$ cat src/logic/bp_pkg.sv
package bp_pkg;

	// history length, same as the table index width for gshare
	localparam int GHR_BITS       = 10;
	localparam int PHT_INDEX_BITS = 10;
	localparam int PHT_ENTRIES    = 1 << PHT_INDEX_BITS;

	// branch target buffer geometry
	localparam int BTB_INDEX_BITS = 6;
	localparam int BTB_ENTRIES    = 1 << BTB_INDEX_BITS;
	localparam int BTB_TAG_BITS   = 24;

	// 2-bit counters, MSB is the decision
	// tables: weakly not taken, chooser: weakly local
	localparam int                  CTR_BITS  = 2;
	localparam logic [CTR_BITS-1:0] CTR_RESET = CTR_BITS'(1);
	localparam logic [CTR_BITS-1:0] CTR_MAX   = CTR_BITS'(3);

	// one saturating step up or down
	function automatic logic [CTR_BITS-1:0] ctr_step(
		input logic [CTR_BITS-1:0] ctr,
		input logic                up
	);
		if (up) begin
			return (ctr == CTR_MAX) ? ctr : ctr + 1'b1;
		end
		return (ctr == '0) ? ctr : ctr - 1'b1;
	endfunction

endpackage
$ cat src/logic/rv32_pkg.sv
package rv32_pkg;

	// data and address width
	localparam int WORD_BITS = 32;

	// instructions are one word, always word aligned
	localparam int INST_BYTES  = 4;
	localparam int OFFSET_BITS = 2;

	// one fetch address, split for the BTB or for the counter tables
	typedef union packed {
		struct packed {
			logic [bp_pkg::BTB_TAG_BITS-1:0]   tag;
			logic [bp_pkg::BTB_INDEX_BITS-1:0] index;
			logic [OFFSET_BITS-1:0]            offset;
		} btb;
		struct packed {
			logic [WORD_BITS-bp_pkg::PHT_INDEX_BITS-OFFSET_BITS-1:0] upper;
			logic [bp_pkg::PHT_INDEX_BITS-1:0]                       index;
			logic [OFFSET_BITS-1:0]                                  offset;
		} tbl;
	} fetch_addr_u;

endpackage

$ cat src/logic/bp_update_if.sv
`timescale 1ns/1ps

interface bp_update_if import rv32_pkg::*, bp_pkg::*; ();

	// resolve strobe, all fields below are sampled only with it
	logic                 valid;
	fetch_addr_u          pc;
	logic                 taken;
	logic [WORD_BITS-1:0] target;

	// snapshot returned from the lookup of this branch
	logic [GHR_BITS-1:0]  ghr;
	logic                 used_gshare;
	logic                 pred_taken;

	// every training block only listens
	modport trainer (
		input valid,
		input pc,
		input taken,
		input target,
		input ghr,
		input used_gshare,
		input pred_taken
	);

endinterface

$ cat src/logic/global_history.sv
`timescale 1ns/1ps

module global_history import rv32_pkg::*, bp_pkg::*; (
	input  logic                      clk,
	input  logic                      rst_i,
	input  logic                      lookup_i,
	input  fetch_addr_u               lookup_pc_i,
	bp_update_if.trainer              upd,
	output logic [PHT_INDEX_BITS-1:0] gshare_rd_index_o,
	output logic [PHT_INDEX_BITS-1:0] gshare_wr_index_o,
	output logic [GHR_BITS-1:0]       pred_ghr_o
);

	logic [GHR_BITS-1:0] ghr_q;
	logic [GHR_BITS-1:0] ghr_snap_q;

	// newest outcome enters at the LSB
	always_ff @(posedge clk) begin
		if (rst_i) begin
			ghr_q <= '0;
		end else if (upd.valid) begin
			ghr_q <= {ghr_q[GHR_BITS-2:0], upd.taken};
		end
	end

	// history seen by this lookup, returned later with the resolve
	always_ff @(posedge clk) begin
		if (lookup_i) begin
			ghr_snap_q <= ghr_q;
		end
	end

	// gshare hash, read side from live history
	assign gshare_rd_index_o = ghr_q ^ lookup_pc_i.tbl.index;

	// write side uses the snapshot so it hits the entry that was read
	assign gshare_wr_index_o = upd.ghr ^ upd.pc.tbl.index;

	assign pred_ghr_o = ghr_snap_q;

endmodule

$ cat src/flat_wrapper.sv
// flat-port wrapper written by rule: the top's interface ports become plain ports
module global_history_flat import rv32_pkg::*, bp_pkg::*;
  (clk, rst_i, lookup_i, lookup_pc_i, gshare_rd_index_o, gshare_wr_index_o, pred_ghr_o, upd_valid, upd_pc, upd_taken, upd_target, upd_ghr, upd_used_gshare, upd_pred_taken);
  bp_update_if upd_i ();
  input  logic clk;
  input  logic rst_i;
  input  logic lookup_i;
  input  fetch_addr_u lookup_pc_i;
  output logic [PHT_INDEX_BITS-1:0] gshare_rd_index_o;
  output logic [PHT_INDEX_BITS-1:0] gshare_wr_index_o;
  output logic [GHR_BITS-1:0] pred_ghr_o;
  input wire logic [$bits(upd_i.valid)-1:0] upd_valid;
  input wire logic [$bits(upd_i.pc)-1:0] upd_pc;
  input wire logic [$bits(upd_i.taken)-1:0] upd_taken;
  input wire logic [$bits(upd_i.target)-1:0] upd_target;
  input wire logic [$bits(upd_i.ghr)-1:0] upd_ghr;
  input wire logic [$bits(upd_i.used_gshare)-1:0] upd_used_gshare;
  input wire logic [$bits(upd_i.pred_taken)-1:0] upd_pred_taken;
  assign upd_i.valid = upd_valid;
  assign upd_i.pc = upd_pc;
  assign upd_i.taken = upd_taken;
  assign upd_i.target = upd_target;
  assign upd_i.ghr = upd_ghr;
  assign upd_i.used_gshare = upd_used_gshare;
  assign upd_i.pred_taken = upd_pred_taken;
  global_history u_core (.clk(clk), .rst_i(rst_i), .lookup_i(lookup_i), .lookup_pc_i(lookup_pc_i), .upd(upd_i), .gshare_rd_index_o(gshare_rd_index_o), .gshare_wr_index_o(gshare_wr_index_o), .pred_ghr_o(pred_ghr_o));
endmodule
$ cat config.mk
export PLATFORM = sky130hd
export DESIGN_NAME = global_history_flat
export DESIGN_NICKNAME = d
export VERILOG_FILES = /design/src/logic/bp_pkg.sv /design/src/logic/rv32_pkg.sv /design/src/logic/bp_update_if.sv /design/src/logic/global_history.sv /design/src/flat_wrapper.sv
export SDC_FILE = /design/constraint.sdc
export NUM_CORES = 1
export LEC_CHECK = 0
export ABC_AREA = 1
export ABC_CLOCK_PERIOD_IN_PS = 1000
export BUFFER_PORTS_ARGS = -buffer_cell sky130_fd_sc_hd__buf_2
export CORE_ASPECT_RATIO = 1.1
export CORE_MARGIN = 3
export CORE_UTILIZATION = 30
export DETAILED_ROUTE_END_ITERATION = 16
export GPL_ROUTABILITY_DRIVEN = 0
export GPL_TIMING_DRIVEN = 0
export PLACE_DENSITY = 0.87
export RECOVER_POWER = 25
export SYNTH_ARGS = -nofsm -noshare
export SYNTH_HDL_FRONTEND = slang
export SYNTH_SLANG_ARGS = --single-unit
$ cat constraint.sdc
create_clock -name clk -period 1 [get_ports clk]
set_input_delay 0.25 -clock clk [delete_from_list [all_inputs] [get_ports clk]]
set_output_delay 0.25 -clock clk [all_outputs]
set_load 0.01 [all_outputs]
## Word-level counts from Yosys, hierarchy flattened

Cells that the tools add are included.

| storage, ports and cells | value |
|---|---|
| register bits | 20 |
| output and inout bits | 30 |

| operators by class | value |
|---|---|
| bitwise operators | 2 |

Operators by type and width:

| cell | number |
|---|---|
| 10-bit bitwise XOR | 2 |

## Depth between registers and ports, before layout

Gate-level depths: netlist of the first run.

| depth | value |
|---|---|
| depth in word-level cells | 1 |
| gate-level depth with buffers | 4 |
| depth with buffers taken out | 4 |

## Worst setup path after synthesis of the first run

No wires, ideal clock.

| timing path | value |
|---|---|
| path type | register -> output |
| start | register u_core.ghr_q[0] |
| end | output gshare_rd_index_o[0] |
| arrival time | 0.585 ns |
| required time | 0.750 ns |
| slack | 0.165 ns |
| cell stages (with the launch flop) | 2 |
| cell sequence | dfxtp_1 > xor2_1 |

| between the ends | value |
|---|---|
| cells in the longest elaborated chain, start to end | 1 |

RTL lines:

| item | line | RTL |
|---|---|---|
| from (decl) | global_history.sv:14 | `logic [GHR_BITS-1:0] ghr_q;` |
| from (signal assigned) | global_history.sv:22 | `ghr_q <= {ghr_q[GHR_BITS-2:0], upd.taken};` |
| 10-bit bitwise XOR | global_history.sv:34 | `assign gshare_rd_index_o = ghr_q ^ lookup_pc_i.tbl.index;` |
| to (decl) | flat_wrapper.sv:9 | `output logic [PHT_INDEX_BITS-1:0] gshare_rd_index_o;` |

Every way passes these cells.

## Worst setup path after layout of the first run

| timing path | value |
|---|---|
| start | register u_core.ghr_q[5] |
| end | output gshare_rd_index_o[5] |

Same word-level chain as after synthesis.

==> run_summary.xml, run 1 <==
<?xml version="1.0" encoding="UTF-8"?>
<metrics>
  <group name="pwr">
    <metric name="leakage_power_of_the_design" unit="nW">0.741</metric>
    <metric name="seq_power_share" unit="%">54.1</metric>
    <metric name="intPower" unit="mW">1.29</metric>
    <metric name="cellPowerDensity" unit="nW/µm²">1270</metric>
    <metric name="power.switching" unit="mW">0.453</metric>
    <metric name="total_power" unit="mW">1.74</metric>
    <metric name="proportion_of_power_drawn_by_the_clock_network" unit="%">21.3</metric>
    <metric name="switching_fraction" unit="%">26.0</metric>
    <metric name="combPwrFrac" unit="%">24.6</metric>
    <metric name="max-vdd-ir-drop" unit="V">0.000614</metric>
  </group>
  <group name="cts">
    <metric name="worstSkewPairLatency" unit="ns">0.28</metric>
    <metric name="postCtsHoldBufs" unit="">0</metric>
    <metric name="worst_setup_hold_path_clk_slew" unit="ns">0.10</metric>
    <metric name="number_of_buffers_inserted_during_clock_tree_synthesis" unit="">3</metric>
    <metric name="htreeDepth" unit="">1</metric>
    <metric name="cts_root_buf" unit="">sky130_fd_sc_hd__clkbuf_4</metric>
    <metric name="ctsLongestPathBuffers" unit="">2</metric>
    <metric name="tritoncts" unit="">yes</metric>
    <metric name="clock_sink_count" unit="">20</metric>
  </group>
  <group name="place">
    <metric name="dpl.cell_count" unit="">189</metric>
    <metric name="detailed_place.area" unit="µm²">1250</metric>
    <metric name="post-place-ws" unit="ns">0.0624</metric>
    <metric name="hpwlAfterDp" unit="mm">1.41</metric>
    <metric name="place.port_buffers" unit="">63</metric>
  </group>
  <group name="floorplanning">
    <metric name="num_rows" unit="">20</metric>
    <metric name="die_outline_width" unit="µm">58.1</metric>
    <metric name="floorplan.core_area" unit="µm²">2800</metric>
    <metric name="die_area" unit="µm²">3680</metric>
    <metric name="die_height" unit="µm">63.4</metric>
    <metric name="boundaryPins" unit="">143</metric>
    <metric name="start_util" unit="%">32.0</metric>
  </group>
  <group name="layout">
    <metric name="postLayoutCellArea" unit="µm²">1370</metric>
    <metric name="drive_above_1_share" unit="%">52.9</metric>
    <metric name="area_delta_synth_final" unit="%">52.6</metric>
    <metric name="num-nets-final" unit="">284</metric>
    <metric name="filler_cell_count" unit="">288</metric>
    <metric name="leading_cell_type_in_the_layout_fill_and_taps_excluded" unit="">sky130_fd_sc_hd__buf_2</metric>
    <metric name="multi_input_area" unit="µm²">333</metric>
    <metric name="antenna_cells" unit="">0</metric>
    <metric name="seqCellArea" unit="µm²">515</metric>
    <metric name="post_layout_nonfiller_instances" unit="">203</metric>
    <metric name="layout_common_cells" unit="">sky130_fd_sc_hd__buf_2, sky130_fd_sc_hd__xor2_1, sky130_fd_sc_hd__nand2_1</metric>
  </group>
  <group name="setup_path">
    <metric name="cp-end-kind" unit="">primary output</metric>
    <metric name="cp-start-kind" unit="">register</metric>
    <metric name="r2r_slack" unit="ns">0.22</metric>
    <metric name="worst-endpoint-arrival" unit="ns">0.93</metric>
    <metric name="reg2reg_to" unit="">u_core.ghr_q[6]</metric>
    <metric name="rr_worst_depth" unit="">5</metric>
    <metric name="criticalPathCategory" unit="">reg -&gt; out</metric>
    <metric name="cell_chain_of_the_critical_path" unit="">xor2_1 &gt; buf_2</metric>
    <metric name="critPathMaxStageDelay" unit="ns">0.36</metric>
    <metric name="cp_data_required_time" unit="ns">0.75</metric>
    <metric name="rr_startpoint" unit="">u_core.ghr_q[5]</metric>
    <metric name="crit_path_top_delay_cell" unit="">sky130_fd_sc_hd__dfxtp_4</metric>
    <metric name="worst-path-max-fanout" unit="">2</metric>
  </group>
  <group name="synthesis">
    <metric name="synth_nets" unit="">206</metric>
    <metric name="syn-mean-instance-area" unit="µm²">9.65</metric>
    <metric name="synth.lib_cells_used.distinct" unit="">9</metric>
    <metric name="mappedNetlistArea" unit="µm²">897</metric>
    <metric name="synth_warnings" unit="">0</metric>
    <metric name="postSynthCellCount" unit="">93</metric>
    <metric name="synth_seq_cells" unit="">20</metric>
    <metric name="seq_area_frac_synth" unit="%">55.8</metric>
  </group>
  <group name="sta">
    <metric name="finClkSkew" unit="ns">0.00217</metric>
    <metric name="rsz0062_at_grt" unit="">yes</metric>
    <metric name="layout_setup_ws" unit="ns">-0.178</metric>
    <metric name="finalCritPeriodShare" unit="%">118</metric>
    <metric name="final_period_minus_worst_setup_slack" unit="ns">1.18</metric>
    <metric name="finalSetupViolCount" unit="">20</metric>
    <metric name="finalSetupTns" unit="ns">-1.97</metric>
    <metric name="slew_viol_final" unit="">0</metric>
    <metric name="final-hold-violation-count" unit="">0</metric>
    <metric name="worst_pin_slew" unit="ns">0.550</metric>
    <metric name="relSlewSlack" unit="%">63.3</metric>
    <metric name="achievable-frequency" unit="MHz">849</metric>
  </group>
  <group name="run_status">
    <metric name="violations_in_the_final_reports" unit="">setup timing</metric>
    <metric name="run_status" unit="">finished, violations left</metric>
  </group>
  <group name="route">
    <metric name="wl" unit="mm">1.83</metric>
    <metric name="wl_per_cell" unit="µm">8.99</metric>
    <metric name="drtAntennaViolNets" unit="">0</metric>
    <metric name="dr.pass1.iters" unit="">4</metric>
    <metric name="dr.first_iter.drc_count" unit="">13</metric>
    <metric name="route.detailed.vias_per_inst" unit="">4.16</metric>
    <metric name="vias_after_detailed_routing" unit="">844</metric>
    <metric name="drc" unit="">0</metric>
  </group>
  <group name="grt">
    <metric name="grt_pass1_wl" unit="mm">3.06</metric>
    <metric name="track_usage" unit="%">10.6</metric>
    <metric name="antenna_found_initial" unit="">0</metric>
    <metric name="grt_max_degree" unit="">12</metric>
    <metric name="first_global_vias" unit="">791</metric>
    <metric name="grt.overflow.total" unit="">0</metric>
  </group>
  <group name="hold_path">
    <metric name="endpoint_of_the_worst_hold_timing_path" unit="">u_core.ghr_q[2]</metric>
    <metric name="hold_path_depth" unit="">3</metric>
    <metric name="min_from" unit="">upd_valid</metric>
    <metric name="timing.hold.worst.class" unit="">in -&gt; reg</metric>
  </group>
  <group name="run">
    <metric name="drv.max_cap_violation_count" unit="">0</metric>
  </group>
</metrics>
## state kept, by name, indices dropped and copies added (netlist names)
name and cells:
u_core.pred_ghr_o 10, u_core.ghr_q 10
## final cells by class
type                            count  share of cell area (%)
Multi-Input combinational cell     60                    24.3
Sequential cell                    20                    37.7
Inverter                           11                    3.02
Tap cell                           33                    3.02
Buffer                              2                    1.65
Clock buffer                        4                    1.92
Timing Repair Buffer               73                    28.4
## synth_stat cells
| library cell | number | area share (%) |
|---|---|---|
| sky130_fd_sc_hd__dfxtp_1 | 10 | 22 |
| sky130_fd_sc_hd__nor2_1 | 17 | 7.1 |
| sky130_fd_sc_hd__clkinv_1 | 1 | 0.42 |
| sky130_fd_sc_hd__nand2_1 | 20 | 8.4 |
| sky130_fd_sc_hd__xor2_1 | 20 | 20 |
| sky130_fd_sc_hd__inv_1 | 10 | 4.2 |
| sky130_fd_sc_hd__buf_6 | 2 | 2.5 |
| sky130_fd_sc_hd__edfxtp_1 | 10 | 33 |
| sky130_fd_sc_hd__nor2_2 | 3 | 2.1 |
## power groups by stage
| stage | sequential (mW) | combinational [mW] | clock, mW |
|---|---|---|---|
| finish | 0.944 | 0.430 | 0.371 |
| global route | 0.952 | 0.479 | 0.426 |
| CTS | 0.946 | 0.438 | 0.382 |
| detailed placement | 0.971 | 0.388 | 0 |
| global placement | 0.968 | 0.380 | 0 |
| floorplan | 0.980 | 0.177 | 0 |
## per-layer routing
layer  routed length [µm]  vias to the layer above  part of all wire (%)  global-route usage (%)
li1                     -                      431                     -                       -
met1                  731                      352                    40                    12.7
met2                  847                       57                    46                    17.5
met3                  224                        4                    12                    2.87
met4                   21                        0                   1.2                    4.35
met5                    0                        -                     0                       0
## repair_timing
action                     CTS  global route
setup buffers               10             0
resized for setup           11             0
setup endpoints to repair   20            20
cloned                       0             0
## critical path: cells and delay by family (launching register included)
family,cells,cell delay (ns)
XOR/XNOR,1,0.15
flip-flops,1,0.36
buffers and inverters,1,0.13
## logic make-up (layout without fill, tap and decap cells)
| kind of cell | after synthesis | after routing | synth area share [%] |
|---|---|---|---|
| xor+xnor | 20 | 20 | 19.5 |
| flops | 20 | 20 | 55.8 |
| buf+inv | 13 | 90 | 7.11 |
| simple gates | 40 | 40 | 17.6 |
## how the worst max path moves through the flow
stage	from	end	cells after the start
detailed placement	u_core.ghr_q[5]	gshare_rd_index_o[5]	2
finish	u_core.ghr_q[5]	gshare_rd_index_o[5]	2
global placement	u_core.ghr_q[5]	gshare_rd_index_o[5]	2
floorplan	u_core.ghr_q[0]	gshare_rd_index_o[0]	1
CTS	u_core.ghr_q[5]	gshare_rd_index_o[5]	2
global route	u_core.ghr_q[3]	gshare_rd_index_o[3]	2
## stage by stage
step | hold WS [ns] | util [%]
floorplan | 0.362 | -
global placement | 0.473 | 44.7
detailed placement | 0.485 | 44.7
CTS | 0.227 | 48.9
global route | 0.231 | 48.8
finish | 0.235 | 48.8
Note: power is estimated with default switching activity, not from simulation.
==> run 2, diff against run 1 <==
Settings changed: CORE_ASPECT_RATIO 1.1 to default.
==> run 2 against run 1 <==
The run still ends with setup timing left. Sequential share of layout area up 0.069 points. First-iteration DRC count increased by 15%. Setup slack got worse by 0.023 ns. Clock skew about the same. Final cell count down 0.99%. Sequential cell count unchanged. Maximum frequency is 1.9% lower. Die area hardly changed. Via count decreased by 2.4%. Highest routed layer unchanged.
==> run_summary.xml, run 2 (synthesized netlist as in run 1, its figures left out) <==
<?xml version="1.0" encoding="UTF-8"?>
<metrics>
  <group name="run_status">
    <metric name="run_status" unit="">finished, violations left</metric>
    <metric name="violations_in_the_final_reports" unit="">setup timing</metric>
  </group>
  <group name="cts">
    <metric name="worst_setup_hold_path_clk_slew" unit="ns">0.11</metric>
    <metric name="number_of_buffers_inserted_during_clock_tree_synthesis" unit="">3</metric>
    <metric name="worstSkewPairLatency" unit="ns">0.30</metric>
    <metric name="htreeDepth" unit="">1</metric>
    <metric name="clock_sink_count" unit="">20</metric>
    <metric name="postCtsHoldBufs" unit="">0</metric>
    <metric name="tritoncts" unit="">yes</metric>
    <metric name="cts_root_buf" unit="">sky130_fd_sc_hd__clkbuf_4</metric>
    <metric name="ctsLongestPathBuffers" unit="">2</metric>
  </group>
  <group name="grt">
    <metric name="grt_max_degree" unit="">12</metric>
    <metric name="antenna_found_initial" unit="">0</metric>
    <metric name="track_usage" unit="%">11.0</metric>
    <metric name="grt_pass1_wl" unit="mm">2.93</metric>
    <metric name="grt.overflow.total" unit="">0</metric>
    <metric name="first_global_vias" unit="">746</metric>
  </group>
  <group name="sta">
    <metric name="relSlewSlack" unit="%">62.4</metric>
    <metric name="rsz0062_at_grt" unit="">yes</metric>
    <metric name="final.hold.worst_slack" unit="ns">0.218</metric>
    <metric name="achievable-frequency" unit="MHz">832</metric>
    <metric name="layout_setup_ws" unit="ns">-0.201</metric>
    <metric name="final_period_minus_worst_setup_slack" unit="ns">1.20</metric>
    <metric name="slew_viol_final" unit="">0</metric>
    <metric name="finClkSkew" unit="ns">0.00183</metric>
    <metric name="finalCritPeriodShare" unit="%">120</metric>
    <metric name="final-hold-violation-count" unit="">0</metric>
    <metric name="worst_pin_slew" unit="ns">0.564</metric>
    <metric name="finalSetupViolCount" unit="">20</metric>
  </group>
  <group name="floorplanning">
    <metric name="die_outline_width" unit="µm">60.7</metric>
    <metric name="boundaryPins" unit="">143</metric>
    <metric name="die_height" unit="µm">60.7</metric>
    <metric name="start_util" unit="%">32.0</metric>
    <metric name="die_area" unit="µm²">3680</metric>
    <metric name="floorplan.core_area" unit="µm²">2810</metric>
    <metric name="num_rows" unit="">19</metric>
  </group>
  <group name="setup_path">
    <metric name="r2r_slack" unit="ns">0.21</metric>
    <metric name="criticalPathCategory" unit="">reg -&gt; out</metric>
    <metric name="critical-path-top-delay-family" unit="">flip-flops</metric>
    <metric name="critPathMaxStageDelay" unit="ns">0.37</metric>
    <metric name="cp-start-kind" unit="">register</metric>
    <metric name="cp-end-kind" unit="">primary output</metric>
    <metric name="cell_chain_of_the_critical_path" unit="">xor2_1 &gt; buf_2</metric>
    <metric name="crit_path_top_delay_cell" unit="">sky130_fd_sc_hd__dfxtp_4</metric>
    <metric name="worst-endpoint-arrival" unit="ns">0.95</metric>
    <metric name="cp_data_required_time" unit="ns">0.75</metric>
    <metric name="timing.critical_path.buf_inv" unit="">1</metric>
    <metric name="worst-path-max-fanout" unit="">2</metric>
  </group>
  <group name="route">
    <metric name="vias_after_detailed_routing" unit="">824</metric>
    <metric name="dr.max_layer_used" unit="">met4</metric>
    <metric name="drc" unit="">0</metric>
    <metric name="routedLengthMet1" unit="µm">834</metric>
    <metric name="wl_per_cell" unit="µm">9.56</metric>
    <metric name="drtAntennaViolNets" unit="">0</metric>
    <metric name="route.detailed.vias_per_inst" unit="">4.10</metric>
    <metric name="wl" unit="mm">1.92</metric>
    <metric name="met2WireLength" unit="µm">824</metric>
    <metric name="dr.pass1.iters" unit="">3</metric>
    <metric name="met3_length" unit="µm">226</metric>
    <metric name="dr.first_iter.drc_count" unit="">15</metric>
  </group>
  <group name="layout">
    <metric name="post_layout_nonfiller_instances" unit="">201</metric>
    <metric name="multi_input_area" unit="µm²">333</metric>
    <metric name="seqCellArea" unit="µm²">515</metric>
    <metric name="num-nets-final" unit="">284</metric>
    <metric name="area_delta_synth_final" unit="%">52.3</metric>
    <metric name="layout_common_cells" unit="">sky130_fd_sc_hd__buf_2, sky130_fd_sc_hd__xor2_1, sky130_fd_sc_hd__nand2_1</metric>
    <metric name="leading_cell_type_in_the_layout_fill_and_taps_excluded" unit="">sky130_fd_sc_hd__buf_2</metric>
    <metric name="filler_cell_count" unit="">273</metric>
    <metric name="antenna_cells" unit="">0</metric>
    <metric name="drive_above_1_share" unit="%">52.9</metric>
  </group>
  <group name="pwr">
    <metric name="cellPowerDensity" unit="nW/µm²">1290</metric>
    <metric name="max-vdd-ir-drop" unit="V">0.000419</metric>
    <metric name="leakage_power_of_the_design" unit="nW">0.741</metric>
  </group>
  <group name="run">
    <metric name="drv.max_cap_violation_count" unit="">0</metric>
  </group>
  <group name="place">
    <metric name="hpwlAfterDp" unit="mm">1.34</metric>
    <metric name="place.port_buffers" unit="">63</metric>
    <metric name="post-place-ws" unit="ns">0.0649</metric>
    <metric name="dpl.cell_count" unit="">187</metric>
  </group>
  <group name="hold_path">
    <metric name="timing.hold.worst.class" unit="">in -&gt; reg</metric>
  </group>
</metrics>
## run 2: changes by cell type in the layout (fill, tap and decap cells not counted), sizes merged
cell | previous run | this run
clkbuf | 5 | 4
clkinv | 1 | 2
## run 2: routing by layer
layer	vias up	global-route usage, %
met5	-	0
met2	56	17.1
met4	0	5.57
met3	5	2.55
li1	434	-
met1	329	14.2
## run 2: worst min-delay path, stage by stage
cell,delay [ns]
sky130_fd_sc_hd__buf_6,0.11
sky130_fd_sc_hd__nand2_1,0.05
sky130_fd_sc_hd__nand2_1,0.05
sky130_fd_sc_hd__nor2_1,0.03
## run 2: final timing paths
kind | from | endpoint | cells past startpoint
min | upd_valid | u_core.ghr_q[5] | 4
max | u_core.ghr_q[5] | gshare_rd_index_o[5] | 2
max reg2reg | u_core.ghr_q[5] | u_core.ghr_q[6] | 5
min reg2reg | u_core.ghr_q[9] | u_core.pred_ghr_o[9] | 1
## run 2: per-stage QoR
| step | util [%] | area, µm² | power (mW) | setup TNS [ns] |
|---|---|---|---|---|
| floorplan | - | 897 | 1.16 | 0 |
| global placement | 44.6 | 1250 | 1.35 | 0 |
| detailed placement | 44.6 | 1250 | 1.36 | 0 |
| CTS | 48.8 | 1370 | 1.79 | -2.65 |
| global route | 48.7 | 1370 | 1.88 | -3.58 |
| finish | 48.7 | 1370 | 1.76 | -2.32 |
## run 2: power breakdown
group / total, mW / internal, mW / leakage [nW] / switching (mW)
clock: 0.382 / 0.146 / 0.0154 / 0.236
sequential: 0.946 / 0.921 / 0.189 / 0.0249
combinational: 0.431 / 0.217 / 0.537 / 0.215
total: 1.76 / 1.28 / 0.741 / 0.476
## run 2: repair_timing
action | in CTS | in global routing
setup buffers | 10 | 0
setup endpoints to repair | 20 | 20
resized for setup | 11 | 0
gates cloned | 0 | 0
## run 2: final cells by class
type / count / area share, %
plain buffers: 2 / 1.65
flip-flops and latches: 20 / 37.7
inverters: 11 / 3.02
clock buffers: 3 / 1.65
multi-input cells: 60 / 24.4
clock inverters: 1 / 0.275
well taps: 31 / 2.84
repair buffers: 73 / 28.5
==> run 3, diff against run 2 <==
Settings changed: GPL_TIMING_DRIVEN 0 to default.
==> run 3 against run 2 <==
The flow still finishes with violations (setup timing). Combinational power shrank 2%. Count of clock-buffer cells in the layout grew 1. Non-clock buffer count shrank 1. Clock skew grew 0.0044 ns. Sequential cell count is the same. Wire length shrank 4.8%. Final cell count shrank 0.50%. Cell area shrank 1.5%. Critical path type unchanged. Critical endpoint is now gshare_rd_index_o[0].
==> run_summary.xml, run 3 (synthesized netlist as in run 1, its figures left out) <==
<?xml version="1.0" encoding="UTF-8"?>
<metrics>
  <group name="pwr">
    <metric name="cellPowerDensity" unit="nW/µm²">1310</metric>
    <metric name="intPower" unit="mW">1.29</metric>
    <metric name="combPwrFrac" unit="%">24.1</metric>
    <metric name="proportion_of_power_drawn_by_the_clock_network" unit="%">22.1</metric>
    <metric name="leakage_power_of_the_design" unit="nW">0.732</metric>
    <metric name="seq_power_share" unit="%">53.8</metric>
    <metric name="max-vdd-ir-drop" unit="V">0.000417</metric>
    <metric name="power.switching" unit="mW">0.472</metric>
    <metric name="switching_fraction" unit="%">26.8</metric>
  </group>
  <group name="grt">
    <metric name="grt_pass1_wl" unit="mm">2.96</metric>
    <metric name="antenna_found_initial" unit="">0</metric>
    <metric name="first_global_vias" unit="">739</metric>
    <metric name="grt.overflow.total" unit="">0</metric>
    <metric name="grt_max_degree" unit="">21</metric>
    <metric name="track_usage" unit="%">10.8</metric>
  </group>
  <group name="cts">
    <metric name="clock_sink_count" unit="">20</metric>
    <metric name="worst_setup_hold_path_clk_slew" unit="ns">0.11</metric>
    <metric name="postCtsHoldBufs" unit="">0</metric>
    <metric name="tritoncts" unit="">yes</metric>
    <metric name="number_of_buffers_inserted_during_clock_tree_synthesis" unit="">3</metric>
    <metric name="htreeDepth" unit="">1</metric>
    <metric name="worstSkewPairLatency" unit="ns">0.29</metric>
    <metric name="cts_root_buf" unit="">sky130_fd_sc_hd__clkbuf_4</metric>
    <metric name="ctsLongestPathBuffers" unit="">2</metric>
  </group>
  <group name="route">
    <metric name="drc" unit="">0</metric>
    <metric name="wl" unit="mm">1.83</metric>
    <metric name="route.detailed.vias_per_inst" unit="">4.06</metric>
    <metric name="vias_after_detailed_routing" unit="">812</metric>
    <metric name="dr.first_iter.drc_count" unit="">24</metric>
    <metric name="dr.pass1.iters" unit="">4</metric>
    <metric name="wl_per_cell" unit="µm">9.15</metric>
    <metric name="drtAntennaViolNets" unit="">0</metric>
  </group>
  <group name="floorplanning">
    <metric name="boundaryPins" unit="">143</metric>
    <metric name="die_area" unit="µm²">3680</metric>
    <metric name="floorplan.core_area" unit="µm²">2810</metric>
    <metric name="num_rows" unit="">19</metric>
    <metric name="die_outline_width" unit="µm">60.7</metric>
    <metric name="start_util" unit="%">32.0</metric>
    <metric name="die_height" unit="µm">60.7</metric>
  </group>
  <group name="setup_path">
    <metric name="worst-path-max-fanout" unit="">2</metric>
    <metric name="cell_chain_of_the_critical_path" unit="">xor2_1 &gt; buf_2</metric>
    <metric name="worst-endpoint-arrival" unit="ns">0.92</metric>
    <metric name="rr_startpoint" unit="">u_core.ghr_q[5]</metric>
    <metric name="r2r_slack" unit="ns">0.23</metric>
    <metric name="criticalPathCategory" unit="">reg -&gt; out</metric>
    <metric name="cp-start-kind" unit="">register</metric>
    <metric name="crit_path_top_delay_cell" unit="">sky130_fd_sc_hd__dfxtp_2</metric>
    <metric name="cp_data_required_time" unit="ns">0.75</metric>
    <metric name="critical-path-top-delay-family" unit="">flip-flops</metric>
    <metric name="cp-end-kind" unit="">primary output</metric>
    <metric name="rr_worst_depth" unit="">5</metric>
    <metric name="timing.critical_path.buf_inv" unit="">1</metric>
    <metric name="reg2reg_to" unit="">u_core.ghr_q[6]</metric>
    <metric name="critPathMaxStageDelay" unit="ns">0.34</metric>
  </group>
  <group name="run_status">
    <metric name="violations_in_the_final_reports" unit="">setup timing</metric>
    <metric name="run_status" unit="">finished, violations left</metric>
  </group>
  <group name="hold_path">
    <metric name="min_from" unit="">upd_taken</metric>
    <metric name="endpoint_of_the_worst_hold_timing_path" unit="">u_core.ghr_q[0]</metric>
    <metric name="hold_path_depth" unit="">5</metric>
    <metric name="timing.hold.worst.class" unit="">in -&gt; reg</metric>
  </group>
  <group name="sta">
    <metric name="achievable-frequency" unit="MHz">856</metric>
    <metric name="finalSetupViolCount" unit="">20</metric>
    <metric name="rsz0062_at_grt" unit="">yes</metric>
    <metric name="worst_pin_slew" unit="ns">0.575</metric>
    <metric name="slew_viol_final" unit="">0</metric>
    <metric name="relSlewSlack" unit="%">61.7</metric>
    <metric name="layout_setup_ws" unit="ns">-0.169</metric>
    <metric name="final-hold-violation-count" unit="">0</metric>
    <metric name="finalCritPeriodShare" unit="%">117</metric>
    <metric name="final_period_minus_worst_setup_slack" unit="ns">1.17</metric>
    <metric name="finClkSkew" unit="ns">0.00627</metric>
  </group>
  <group name="place">
    <metric name="detailed_place.area" unit="µm²">1250</metric>
    <metric name="dpl.cell_count" unit="">188</metric>
    <metric name="post-place-ws" unit="ns">0.0818</metric>
    <metric name="hpwlAfterDp" unit="mm">1.32</metric>
    <metric name="place.port_buffers" unit="">64</metric>
  </group>
  <group name="layout">
    <metric name="area_delta_synth_final" unit="%">50.1</metric>
    <metric name="post_layout_nonfiller_instances" unit="">200</metric>
    <metric name="postLayoutCellArea" unit="µm²">1350</metric>
    <metric name="finalCoreUtilization" unit="%">48.0</metric>
    <metric name="layout_common_cells" unit="">sky130_fd_sc_hd__buf_2, sky130_fd_sc_hd__xor2_1, sky130_fd_sc_hd__nand2_1</metric>
    <metric name="antenna_cells" unit="">0</metric>
    <metric name="drive_above_1_share" unit="%">52.7</metric>
    <metric name="num-nets-final" unit="">283</metric>
    <metric name="leading_cell_type_in_the_layout_fill_and_taps_excluded" unit="">sky130_fd_sc_hd__buf_2</metric>
  </group>
  <group name="run">
    <metric name="drv.max_cap_violation_count" unit="">0</metric>
  </group>
</metrics>
[run 3: changes by cell type in the layout (fill, tap and decap cells not counted)]
cell and delta:
sky130_fd_sc_hd__buf_2 +1, sky130_fd_sc_hd__dfxtp_2 +1, sky130_fd_sc_hd__buf_6 -2, sky130_fd_sc_hd__clkinv_1 -1
sky130_fd_sc_hd__clkbuf_1 +1, sky130_fd_sc_hd__dfxtp_4 -1
[run 3: worst max-delay path by stage]
stage | end | startpoint | slack, ns | cells after the start
after global placement | u_core.ghr_q[6] | rst_i | 0.1 | 4
after floorplan | gshare_rd_index_o[0] | u_core.ghr_q[0] | 0.17 | 1
final | gshare_rd_index_o[0] | u_core.ghr_q[0] | -0.17 | 2
after CTS | gshare_rd_index_o[5] | u_core.ghr_q[5] | -0.20 | 2
after detailed placement | gshare_rd_index_o[7] | u_core.ghr_q[7] | 0.08 | 2
after global routing | gshare_rd_index_o[0] | u_core.ghr_q[0] | -0.26 | 2
[run 3: power by group through the flow]
stage	logic (mW)	registers, mW	clock network (mW)
2_1_floorplan	0.177	0.980	0
3_3_place_gp	0.384	0.966	0
3_5_place_dp	0.389	0.969	0
4_1_cts	0.430	0.947	0.425
5_1_grt	0.482	0.954	0.449
6_report	0.424	0.946	0.389
[run 3: metal layers]
layer  share of wire (%)  track usage [%]  up-vias
li1                    -                -      429
met1                  43             13.2      325
met2                  44             17.7       58
met3                  13             2.98        0
met4                   0             4.64        0
met5                   0                0        -
[run 3: what timing repair did]
item                                    4_1_cts  5_1_grt
gates resized for setup                      10        0
buffers inserted                              8        0
endpoints found under the setup margin       20       20
[run 3: through the flow]
stage | TNS (ns) | power [mW] | hold slack, ns
global placement | 0 | 1.35 | 0.462
finish | -2.20 | 1.76 | 0.226
global route | -3.54 | 1.88 | 0.223
CTS | -2.73 | 1.80 | 0.207
floorplan | 0 | 1.16 | 0.362
detailed placement | 0 | 1.36 | 0.465
[run 3: area by class of cell]
class	instances	area, µm²
flip-flops and latches	20	513
clock buffers	4	26.3
well taps	31	38.8
inverters	11	41.3
fillers	271	1460
multi-input cells	60	333
repair buffers	74	394
[run 3: worst register-to-register path: stages, from the launching register on]
cell                      delay, ns
sky130_fd_sc_hd__dfxtp_2       0.34
sky130_fd_sc_hd__buf_4         0.14
sky130_fd_sc_hd__inv_1         0.04
sky130_fd_sc_hd__nand2_1       0.04
sky130_fd_sc_hd__nand2_1       0.08
sky130_fd_sc_hd__nor2_2        0.04
